===== config.mk =====
export PLATFORM = sky130hd
export DESIGN_NAME = axi_rab_cfg
export DESIGN_NICKNAME = d
export VERILOG_FILES = /design/src/common/rab_cfg_pkg.sv /design/src/miss_handling/rab_mh_fifo.sv /design/src/miss_handling/rab_mh_queue.sv /design/src/source/rab_cfg_l1_regs.sv /design/src/source/rab_cfg_axi_lite_slave.sv /design/src/source/axi_rab_cfg.sv
export SDC_FILE = /design/constraint.sdc
export NUM_CORES = 2
export LEC_CHECK = 0
export ABC_AREA = 1
export BUFFER_PORTS_ARGS = -buffer_cell sky130_fd_sc_hd__buf_4
export CAP_MARGIN = 30
export CELL_PAD_IN_SITES_DETAIL_PLACEMENT = 0
export CELL_PAD_IN_SITES_GLOBAL_PLACEMENT = 1
export CORE_AREA = 2 2 493 495
export DETAILED_ROUTE_END_ITERATION = 10
export DIE_AREA = 0 0 495 497
export PLACE_DENSITY_LB_ADDON = 0.1
export SYNTH_ARGS = -nofsm -noshare
export SYNTH_HDL_FRONTEND = slang
export SYNTH_HIERARCHICAL = 1
export SYNTH_SLANG_ARGS = --single-unit

===== constraint.sdc =====
create_clock -name Clk_CI -period 3.3 [get_ports Clk_CI]
set_input_delay 0.33 -clock Clk_CI [delete_from_list [all_inputs] [get_ports Clk_CI]]
set_output_delay 0.33 -clock Clk_CI [all_outputs]
set_load 0.01 [all_outputs]

===== src/common/rab_cfg_pkg.sv =====
/* RAB config shared definitions */
`default_nettype none

package rab_cfg_pkg;

  // AXI4-Lite port
  localparam int AXI_ADDR_WIDTH = 32;
  localparam int AXI_DATA_WIDTH = 64;

  typedef logic [AXI_ADDR_WIDTH-1:0]   axi_addr_t;
  typedef logic [AXI_DATA_WIDTH-1:0]   axi_data_t;
  typedef logic [AXI_DATA_WIDTH/8-1:0] axi_strb_t;
  typedef logic [1:0]                  axi_resp_t;

  localparam axi_resp_t RESP_OKAY = 2'b00;

  // Translation widths
  localparam int ADDR_WIDTH_VIRT = 32;
  localparam int ADDR_WIDTH_PHYS = 40;
  localparam int MISS_ID_WIDTH   = 10;
  localparam int N_FLAGS         = 4;  // Valid bits in a FLAGS register

  typedef logic [ADDR_WIDTH_VIRT-1:0] virt_addr_t;
  typedef logic [MISS_ID_WIDTH-1:0]   miss_id_t;

  // Field of a slice register, low two bits of the register index
  typedef enum logic [1:0] {
    FIELD_VIRT_START = 2'd0,
    FIELD_VIRT_END   = 2'd1,
    FIELD_PHYS       = 2'd2,
    FIELD_FLAGS      = 2'd3
  } cfg_field_e;

  // Address map
  localparam int REG_ADDR_LSB    = 3;   // 8-byte registers
  localparam int MISS_WINDOW_BIT = 12;
  localparam int MISS_SEL_BIT    = 3;   // 0 = address queue, 1 = ID queue
  localparam int EMPTY_BIT       = 63;

endpackage

`default_nettype wire


===== src/miss_handling/rab_mh_fifo.sv =====
/* Miss handling FIFO */
`timescale 1ns/1ps
`default_nettype none

module rab_mh_fifo #(
  parameter type payload_t     = logic,
  parameter int  MH_FIFO_DEPTH = 8
) (
  input  wire logic     Clk_CI,
  input  wire logic     Rst_RBI,
  input  wire logic     Push,
  input  wire payload_t PushData,
  input  wire logic     Pop,
  output payload_t      PopData,
  output logic          Full,
  output logic          Empty
);

  localparam int PTR_W = (MH_FIFO_DEPTH > 1) ? $clog2(MH_FIFO_DEPTH) : 1;
  localparam int CNT_W = $clog2(MH_FIFO_DEPTH + 1);

  payload_t         mem [MH_FIFO_DEPTH];
  logic [PTR_W-1:0] wr_ptr;
  logic [PTR_W-1:0] rd_ptr;
  logic [CNT_W-1:0] count;
  logic             do_push;
  logic             do_pop;

  // Wrap at the last slot, depth need not be a power of two
  function automatic logic [PTR_W-1:0] ptr_next(input logic [PTR_W-1:0] ptr);
    return (ptr == PTR_W'(MH_FIFO_DEPTH-1)) ? '0 : ptr + 1'b1;
  endfunction

  assign Full    = (count == CNT_W'(MH_FIFO_DEPTH));
  assign Empty   = (count == '0);
  assign do_push = Push & ~Full;
  assign do_pop  = Pop & ~Empty;
  assign PopData = mem[rd_ptr];  // Oldest entry

  always_ff @(posedge Clk_CI or negedge Rst_RBI)
  begin
    if (!Rst_RBI)
    begin
      wr_ptr <= '0;
      rd_ptr <= '0;
      count  <= '0;
    end
    else
    begin
      if (do_push)
        wr_ptr <= ptr_next(wr_ptr);
      if (do_pop)
        rd_ptr <= ptr_next(rd_ptr);
      if (do_push && !do_pop)
        count <= count + 1'b1;
      else if (do_pop && !do_push)
        count <= count - 1'b1;
    end
  end

  always_ff @(posedge Clk_CI)
  begin
    if (do_push)
      mem[wr_ptr] <= PushData;
  end

endmodule

`default_nettype wire


===== src/miss_handling/rab_mh_queue.sv =====
/* Miss address and ID queues */
`timescale 1ns/1ps
`default_nettype none

module rab_mh_queue #(
  parameter int MH_FIFO_DEPTH = 8
) (
  input  wire logic                    Clk_CI,
  input  wire logic                    Rst_RBI,
  input  wire rab_cfg_pkg::virt_addr_t MissAddr_DI,
  input  wire rab_cfg_pkg::miss_id_t   MissId_DI,
  input  wire logic                    Miss_SI,
  input  wire logic                    MissRdEn,
  input  wire rab_cfg_pkg::axi_addr_t  RdAddr,
  output rab_cfg_pkg::axi_data_t       MissRdData,
  output logic                         MhFifoFull_SO
);

  logic                    sel_id;
  logic                    addr_pop;
  logic                    addr_full;
  logic                    addr_empty;
  logic                    id_pop;
  logic                    id_full;
  logic                    id_empty;
  rab_cfg_pkg::virt_addr_t addr_head;
  rab_cfg_pkg::miss_id_t   id_head;

  assign sel_id   = RdAddr[rab_cfg_pkg::MISS_SEL_BIT];
  assign addr_pop = MissRdEn & ~sel_id & ~addr_empty;
  assign id_pop   = MissRdEn & sel_id & ~id_empty;

  // Overflow on a miss that finds a queue full
  assign MhFifoFull_SO = Miss_SI & (addr_full | id_full);

  rab_mh_fifo #(
    .payload_t     (rab_cfg_pkg::virt_addr_t),
    .MH_FIFO_DEPTH (MH_FIFO_DEPTH)
  ) addr_fifo_i (
    .Clk_CI   (Clk_CI),
    .Rst_RBI  (Rst_RBI),
    .Push     (Miss_SI),
    .PushData (MissAddr_DI),
    .Pop      (addr_pop),
    .PopData  (addr_head),
    .Full     (addr_full),
    .Empty    (addr_empty)
  );

  rab_mh_fifo #(
    .payload_t     (rab_cfg_pkg::miss_id_t),
    .MH_FIFO_DEPTH (MH_FIFO_DEPTH)
  ) id_fifo_i (
    .Clk_CI   (Clk_CI),
    .Rst_RBI  (Rst_RBI),
    .Push     (Miss_SI),
    .PushData (MissId_DI),
    .Pop      (id_pop),
    .PopData  (id_head),
    .Full     (id_full),
    .Empty    (id_empty)
  );

  // Read word: empty flag on top, head entry in the low bits
  always_comb
  begin
    MissRdData = '0;
    if (sel_id)
    begin
      MissRdData[rab_cfg_pkg::EMPTY_BIT] = id_empty;
      if (!id_empty)
        MissRdData[rab_cfg_pkg::MISS_ID_WIDTH-1:0] = id_head;
    end
    else
    begin
      MissRdData[rab_cfg_pkg::EMPTY_BIT] = addr_empty;
      if (!addr_empty)
        MissRdData[rab_cfg_pkg::ADDR_WIDTH_VIRT-1:0] = addr_head;
    end
  end

endmodule

`default_nettype wire


===== src/source/rab_cfg_l1_regs.sv =====
/* L1 slice register bank */
`timescale 1ns/1ps
`default_nettype none

module rab_cfg_l1_regs #(
  parameter int N_SLICES = 4
) (
  input  wire logic                   Clk_CI,
  input  wire logic                   Rst_RBI,
  input  wire logic                   CfgWrEn,
  input  wire rab_cfg_pkg::axi_addr_t WrAddr,
  input  wire rab_cfg_pkg::axi_data_t WrData,
  input  wire rab_cfg_pkg::axi_strb_t WrStrb,
  input  wire rab_cfg_pkg::axi_addr_t RdAddr,
  output rab_cfg_pkg::axi_data_t      CfgRdData,
  output rab_cfg_pkg::axi_data_t      L1Cfg_DO [4*N_SLICES]
);

  localparam int N_REGS = 4*N_SLICES;
  localparam int IDX_W  = $clog2(N_REGS);
  localparam int IDX_FULL_W = rab_cfg_pkg::AXI_ADDR_WIDTH - rab_cfg_pkg::REG_ADDR_LSB;

  logic [IDX_FULL_W-1:0]   wr_idx;
  logic [IDX_FULL_W-1:0]   rd_idx;
  logic                    wr_hit;
  rab_cfg_pkg::cfg_field_e wr_field;
  rab_cfg_pkg::axi_data_t  field_mask;
  rab_cfg_pkg::axi_data_t  strb_mask;
  rab_cfg_pkg::axi_data_t  wr_mask;

  assign wr_idx   = WrAddr[rab_cfg_pkg::AXI_ADDR_WIDTH-1:rab_cfg_pkg::REG_ADDR_LSB];
  assign rd_idx   = RdAddr[rab_cfg_pkg::AXI_ADDR_WIDTH-1:rab_cfg_pkg::REG_ADDR_LSB];
  assign wr_field = rab_cfg_pkg::cfg_field_e'(wr_idx[1:0]);
  assign wr_hit   = CfgWrEn && (wr_idx < N_REGS);  // Out-of-range writes dropped

  // Bits a field can hold
  always_comb
  begin
    field_mask = '0;
    case (wr_field)
      rab_cfg_pkg::FIELD_VIRT_START,
      rab_cfg_pkg::FIELD_VIRT_END: field_mask[rab_cfg_pkg::ADDR_WIDTH_VIRT-1:0] = '1;
      rab_cfg_pkg::FIELD_PHYS:     field_mask[rab_cfg_pkg::ADDR_WIDTH_PHYS-1:0] = '1;
      rab_cfg_pkg::FIELD_FLAGS:    field_mask[rab_cfg_pkg::N_FLAGS-1:0] = '1;
    endcase
  end

  always_comb
  begin
    for (int b = 0; b < rab_cfg_pkg::AXI_DATA_WIDTH/8; b++)
      strb_mask[8*b +: 8] = {8{WrStrb[b]}};
  end

  assign wr_mask = field_mask & strb_mask;

  always_ff @(posedge Clk_CI or negedge Rst_RBI)
  begin
    if (!Rst_RBI)
    begin
      for (int i = 0; i < N_REGS; i++)
        L1Cfg_DO[i] <= '0;
    end
    else if (wr_hit)
      L1Cfg_DO[wr_idx[IDX_W-1:0]] <= (L1Cfg_DO[wr_idx[IDX_W-1:0]] & ~wr_mask)
                                     | (WrData & wr_mask);  // Strobe merge
  end

  assign CfgRdData = (rd_idx < N_REGS) ? L1Cfg_DO[rd_idx[IDX_W-1:0]] : '0;

endmodule

`default_nettype wire


===== src/source/rab_cfg_axi_lite_slave.sv =====
/* AXI4-Lite slave for RAB config */
`timescale 1ns/1ps
`default_nettype none

module rab_cfg_axi_lite_slave (
  input  wire logic                   Clk_CI,
  input  wire logic                   Rst_RBI,
  input  wire rab_cfg_pkg::axi_addr_t awaddr,
  input  wire logic                   awvalid,
  output logic                        awready,
  input  wire rab_cfg_pkg::axi_data_t wdata,
  input  wire rab_cfg_pkg::axi_strb_t wstrb,
  input  wire logic                   wvalid,
  output logic                        wready,
  output rab_cfg_pkg::axi_resp_t      bresp,
  output logic                        bvalid,
  input  wire logic                   bready,
  input  wire rab_cfg_pkg::axi_addr_t araddr,
  input  wire logic                   arvalid,
  output logic                        arready,
  output rab_cfg_pkg::axi_data_t      rdata,
  output rab_cfg_pkg::axi_resp_t      rresp,
  output logic                        rvalid,
  input  wire logic                   rready,
  input  wire rab_cfg_pkg::axi_data_t CfgRdData,
  input  wire rab_cfg_pkg::axi_data_t MissRdData,
  output logic                        CfgWrEn,
  output rab_cfg_pkg::axi_addr_t      WrAddr,
  output rab_cfg_pkg::axi_data_t      WrData,
  output rab_cfg_pkg::axi_strb_t      WrStrb,
  output rab_cfg_pkg::axi_addr_t      RdAddr,
  output logic                        MissRdEn
);

  logic aw_hs;
  logic w_hs;
  logic b_hs;
  logic ar_hs;
  logic r_hs;
  logic both_held;
  logic both_held_q;  // Delayed copy for edge detect

  assign aw_hs = awready & awvalid;
  assign w_hs  = wready & wvalid;
  assign ar_hs = arready & arvalid;
  assign r_hs  = rvalid & rready;

  // Address and data both captured, response pending until B handshake
  assign both_held = ~awready & ~wready;
  assign bvalid    = both_held;
  assign b_hs      = bvalid & bready;
  assign bresp     = rab_cfg_pkg::RESP_OKAY;

  // One-cycle write pulse, config window only
  assign CfgWrEn = both_held & ~both_held_q & ~WrAddr[rab_cfg_pkg::MISS_WINDOW_BIT];

  always_ff @(posedge Clk_CI or negedge Rst_RBI)
  begin
    if (!Rst_RBI)
    begin
      awready     <= 1'b1;
      wready      <= 1'b1;
      both_held_q <= 1'b0;
    end
    else
    begin
      both_held_q <= both_held;
      if (aw_hs)
        awready <= 1'b0;
      else if (b_hs)
        awready <= 1'b1;
      if (w_hs)
        wready <= 1'b0;
      else if (b_hs)
        wready <= 1'b1;
    end
  end

  // Write payload
  always_ff @(posedge Clk_CI)
  begin
    if (aw_hs)
      WrAddr <= awaddr;
    if (w_hs)
    begin
      WrData <= wdata;
      WrStrb <= wstrb;
    end
  end

  // Read sources decode straight from the AR address
  assign RdAddr   = araddr;
  assign MissRdEn = ar_hs & araddr[rab_cfg_pkg::MISS_WINDOW_BIT];
  assign rvalid   = ~arready;  // Busy from AR accept until R handshake
  assign rresp    = rab_cfg_pkg::RESP_OKAY;

  always_ff @(posedge Clk_CI or negedge Rst_RBI)
  begin
    if (!Rst_RBI)
      arready <= 1'b1;
    else if (ar_hs)
      arready <= 1'b0;
    else if (r_hs)
      arready <= 1'b1;
  end

  always_ff @(posedge Clk_CI)
  begin
    if (ar_hs)
      rdata <= araddr[rab_cfg_pkg::MISS_WINDOW_BIT] ? MissRdData : CfgRdData;
  end

endmodule

`default_nettype wire


===== src/source/axi_rab_cfg.sv =====
/* RAB config and miss handling */
`timescale 1ns/1ps
`default_nettype none

module axi_rab_cfg #(
  parameter int N_SLICES      = 4,
  parameter int MH_FIFO_DEPTH = 8
) (
  input  wire logic                   Clk_CI,
  input  wire logic                   Rst_RBI,
  // AXI4-Lite slave
  input  wire rab_cfg_pkg::axi_addr_t awaddr,
  input  wire logic                   awvalid,
  output logic                        awready,
  input  wire rab_cfg_pkg::axi_data_t wdata,
  input  wire rab_cfg_pkg::axi_strb_t wstrb,
  input  wire logic                   wvalid,
  output logic                        wready,
  output rab_cfg_pkg::axi_resp_t      bresp,
  output logic                        bvalid,
  input  wire logic                   bready,
  input  wire rab_cfg_pkg::axi_addr_t araddr,
  input  wire logic                   arvalid,
  output logic                        arready,
  output rab_cfg_pkg::axi_data_t      rdata,
  output rab_cfg_pkg::axi_resp_t      rresp,
  output logic                        rvalid,
  input  wire logic                   rready,
  // Miss input
  input  wire rab_cfg_pkg::virt_addr_t MissAddr_DI,
  input  wire rab_cfg_pkg::miss_id_t   MissId_DI,
  input  wire logic                    Miss_SI,
  output logic                         MhFifoFull_SO,
  // Slice configuration
  output rab_cfg_pkg::axi_data_t       L1Cfg_DO [4*N_SLICES]
);

  logic                   cfg_wr_en;
  logic                   miss_rd_en;
  rab_cfg_pkg::axi_addr_t wr_addr;
  rab_cfg_pkg::axi_addr_t rd_addr;
  rab_cfg_pkg::axi_data_t wr_data;
  rab_cfg_pkg::axi_strb_t wr_strb;
  rab_cfg_pkg::axi_data_t cfg_rd_data;
  rab_cfg_pkg::axi_data_t miss_rd_data;

  rab_cfg_axi_lite_slave slave_i (
    .Clk_CI     (Clk_CI),
    .Rst_RBI    (Rst_RBI),
    .awaddr     (awaddr),
    .awvalid    (awvalid),
    .awready    (awready),
    .wdata      (wdata),
    .wstrb      (wstrb),
    .wvalid     (wvalid),
    .wready     (wready),
    .bresp      (bresp),
    .bvalid     (bvalid),
    .bready     (bready),
    .araddr     (araddr),
    .arvalid    (arvalid),
    .arready    (arready),
    .rdata      (rdata),
    .rresp      (rresp),
    .rvalid     (rvalid),
    .rready     (rready),
    .CfgRdData  (cfg_rd_data),
    .MissRdData (miss_rd_data),
    .CfgWrEn    (cfg_wr_en),
    .WrAddr     (wr_addr),
    .WrData     (wr_data),
    .WrStrb     (wr_strb),
    .RdAddr     (rd_addr),
    .MissRdEn   (miss_rd_en)
  );

  rab_cfg_l1_regs #(
    .N_SLICES (N_SLICES)
  ) l1_regs_i (
    .Clk_CI    (Clk_CI),
    .Rst_RBI   (Rst_RBI),
    .CfgWrEn   (cfg_wr_en),
    .WrAddr    (wr_addr),
    .WrData    (wr_data),
    .WrStrb    (wr_strb),
    .RdAddr    (rd_addr),
    .CfgRdData (cfg_rd_data),
    .L1Cfg_DO  (L1Cfg_DO)
  );

  rab_mh_queue #(
    .MH_FIFO_DEPTH (MH_FIFO_DEPTH)
  ) mh_queue_i (
    .Clk_CI        (Clk_CI),
    .Rst_RBI       (Rst_RBI),
    .MissAddr_DI   (MissAddr_DI),
    .MissId_DI     (MissId_DI),
    .Miss_SI       (Miss_SI),
    .MissRdEn      (miss_rd_en),
    .RdAddr        (rd_addr),
    .MissRdData    (miss_rd_data),
    .MhFifoFull_SO (MhFifoFull_SO)
  );

endmodule

`default_nettype wire


==> metrics.json <==
{
  "start_util_pct": 30.5,
  "floorplan.io_pins": 1284,
  "num_vias": 66100,
  "syn-instance-count": 9407,
  "maximum_number_of_pins_on_one_net_before_global_route_repair": 99,
  "fraction_of_layout_instances_using_a_drive_strength_above_1_pct": 18.3,
  "root_buffer": "sky130_fd_sc_hd__clkbuf_16",
  "cts_made_buffers": 183,
  "worstSetupEndpointType": "flop",
  "die-area_mm2": 0.246,
  "slew_violations": 0,
  "cellLeakagePower_nw": 45.8,
  "cts.sinks": 1522,
  "worst_clock_skew_ns": 0.0748,
  "layout.cells.most_common_list": "sky130_fd_sc_hd__nand2_1 (3,905), sky130_fd_sc_hd__buf_4 (1,411), sky130_fd_sc_hd__nand3_1 (1,052)",
  "timing.critical_path.arrival_ns": 3.77,
  "grt_setup_unrepaired": "no",
  "clkLatencyLatePin_ns": 0.86,
  "final-instance-count-excl-fill": 13400,
  "comb_power_share_pct": 18.7,
  "achievable-frequency_mhz": 328,
  "fin_tns_setup_ns": 0,
  "critical_path.reg2reg.startpoint": "slave_i/WrAddr[4]$_DFFE_PP_",
  "r2r_end": "l1_regs_i/L1Cfg_DO[922]$_DFFE_PN0P_",
  "ir_worst_vdd_uv": 428,
  "share_clk_of_total_power_pct": 40.5,
  "cell_internal_pwr_mw": 35.3,
  "grt_pass1_vias": 63800,
  "pwrdens_mw_per_mm2": 562,
  "global_route_wire_length_before_repair_mm": 525,
  "min_delay_path_class": "primary input to async pin",
  "drcViolationCount": 0,
  "clk_pin_slew_worst_paths_ns": 0.06,
  "p_sw_share_pct": 31.7,
  "r2r_cells": 11,
  "start_kind": "flop",
  "synth_area_per_cell_um2": 7.79,
  "tritoncts": "built",
  "maxSlewHeadroom_pct": 32.5,
  "grt_antenna_before_repair": 9,
  "setup_viol": 0,
  "dp.final_hpwl_mm": 280,
  "place.gp.congestion": 0.884,
  "min_period_over_period_pct": 92.3,
  "transition_time_at_the_pin_with_the_least_slew_margin_ns": 1.01,
  "nNetsFinal": 10200,
  "power.net_switching_mw": 16.4,
  "detail_route.iter0.violations": 5621,
  "wl_mm": 384,
  "pwr-share-seq_pct": 40.7,
  "dieHeight_um": 497,
  "reg2reg_slack_ns": 0.26,
  "final_period_minus_worst_setup_slack_ns": 3.04,
  "utilization_pct": 38.3,
  "die_w_um": 495,
  "cts_setup_buffers": 0,
  "placed_instance_count": 12900,
  "critPathMaxFanout": 23,
  "std_cell_rows": 180,
  "drtPass1Iterations": 6,
  "cp.required_ns": 4.02,
  "placement.io_buffers": 1246,
  "grt-ovfl-total": 0,
  "core_area_mm2": 0.240,
  "cts_htree_levels": 4,
  "critPathKind": "flop to flop",
  "syn_std_cell_area_mm2": 0.0733,
  "ctsLongestPathBuffers": 3,
  "yosysWarnings": 6,
  "route.antenna.remaining_nets": 0,
  "final-hold-violation-count": 0,
  "detail_route.wl_per_cell_um": 28.8,
  "status": "complete, no violations",
  "layout_commonest_cell": "sky130_fd_sc_hd__nand2_1",
  "grt_util_all_layers_pct": 30.3,
  "area.growth.synth_to_final_pct": 25.5,
  "max_cap_violations": 0,
  "post_drt_via_cell_ratio": 4.95
}
[per-layer routing]
layer  GRT usage, %  part of all wire (%)
met5              0                     0
met4           17.0                   6.6
met3           6.05                   6.5
met2           52.3                    49
met1           35.0                    38
[how the worst max path moves through the flow]
stage	start	to	cells after the start
CTS	slave_i/WrAddr[4]$_DFFE_PP_	l1_regs_i/L1Cfg_DO[922]$_DFFE_PN0P_	11
global placement	slave_i/WrAddr[4]$_DFFE_PP_	l1_regs_i/L1Cfg_DO[410]$_DFFE_PN0P_	11
global route	slave_i/WrAddr[4]$_DFFE_PP_	l1_regs_i/L1Cfg_DO[986]$_DFFE_PN0P_	11
detailed placement	slave_i/WrAddr[4]$_DFFE_PP_	l1_regs_i/L1Cfg_DO[922]$_DFFE_PN0P_	11
finish	slave_i/WrAddr[4]$_DFFE_PP_	l1_regs_i/L1Cfg_DO[922]$_DFFE_PN0P_	11
floorplan	mh_queue_i/addr_fifo_i/count[0]$_DFFE_PN0P_	mh_queue_i/addr_fifo_i/mem[6][0]$_DFFE_PP_	5
[registers in the layout, summed over array words and instances, names as in the netlist, 4 cells and up]
name                          count
mh_queue_i/id_fifo_i/count        4
slave_i/WrAddr                   29
slave_i/WrStrb                    5
slave_i/rdata                    64
mh_queue_i/id_fifo_i/mem         80
slave_i/WrData                   40
l1_regs_i/L1Cfg_DO             1024
mh_queue_i/addr_fifo_i/count      4
mh_queue_i/addr_fifo_i/mem      256
[repair_timing]
item	in CTS	in global routing
endpoints found under the hold margin	560	0
hold buffers	123	0
gates resized for setup	0	0
[stage by stage]
step | power, mW | setup slack (ns) | cell area, um^2 | hold WS [ns]
2_1_floorplan | 27.1 | -0.166 | 73400 | 0.0344
3_3_place_gp | 31.0 | 0.248 | 84400 | 0.388
3_5_place_dp | 31.1 | 0.265 | 84500 | 0.387
4_1_cts | 52.3 | 0.241 | 91900 | 0.0694
5_1_grt | 53.9 | 0.169 | 91900 | 0.0927
6_report | 51.7 | 0.255 | 91900 | 0.106
[cell type report]
class                           count  area (um^2)
Clock buffer                      269         5350
Tap cell                         3185         3990
Fill cell                       24800       148000
Timing Repair Buffer             1618        13500
Clock inverter                     65          888
Inverter                          397         1540
Sequential cell                  1522        40500
Multi-Input combinational cell   6290        26200
Antenna cell                        4         10.0
[power groups by stage]
stage | clock network (mW) | registers, mW | logic, mW
floorplan | 0 | 21.2 | 5.82
global placement | 0 | 21.4 | 9.59
detailed placement | 0 | 21.4 | 9.68
CTS | 21.4 | 21.1 | 9.85
global route | 22.1 | 21.1 | 10.7
finish | 21.0 | 21.1 | 9.69
[worst max-delay path: stages (launching register included)]
cell and delay, ns:
sky130_fd_sc_hd__edfxtp_1 0.40, sky130_fd_sc_hd__buf_4 0.22, sky130_fd_sc_hd__inv_6 0.37, sky130_fd_sc_hd__nand2_4 0.33
sky130_fd_sc_hd__buf_12 0.28, sky130_fd_sc_hd__nor2_1 0.11, sky130_fd_sc_hd__nor2_1 0.05, sky130_fd_sc_hd__nand2_1 0.23
sky130_fd_sc_hd__a21oi_1 0.12, sky130_fd_sc_hd__nand2_1 0.55, sky130_fd_sc_hd__nand3_1 0.14, sky130_fd_sc_hd__nand2_1 0.09
No activity file was read; power rests on OpenSTA's default activity.
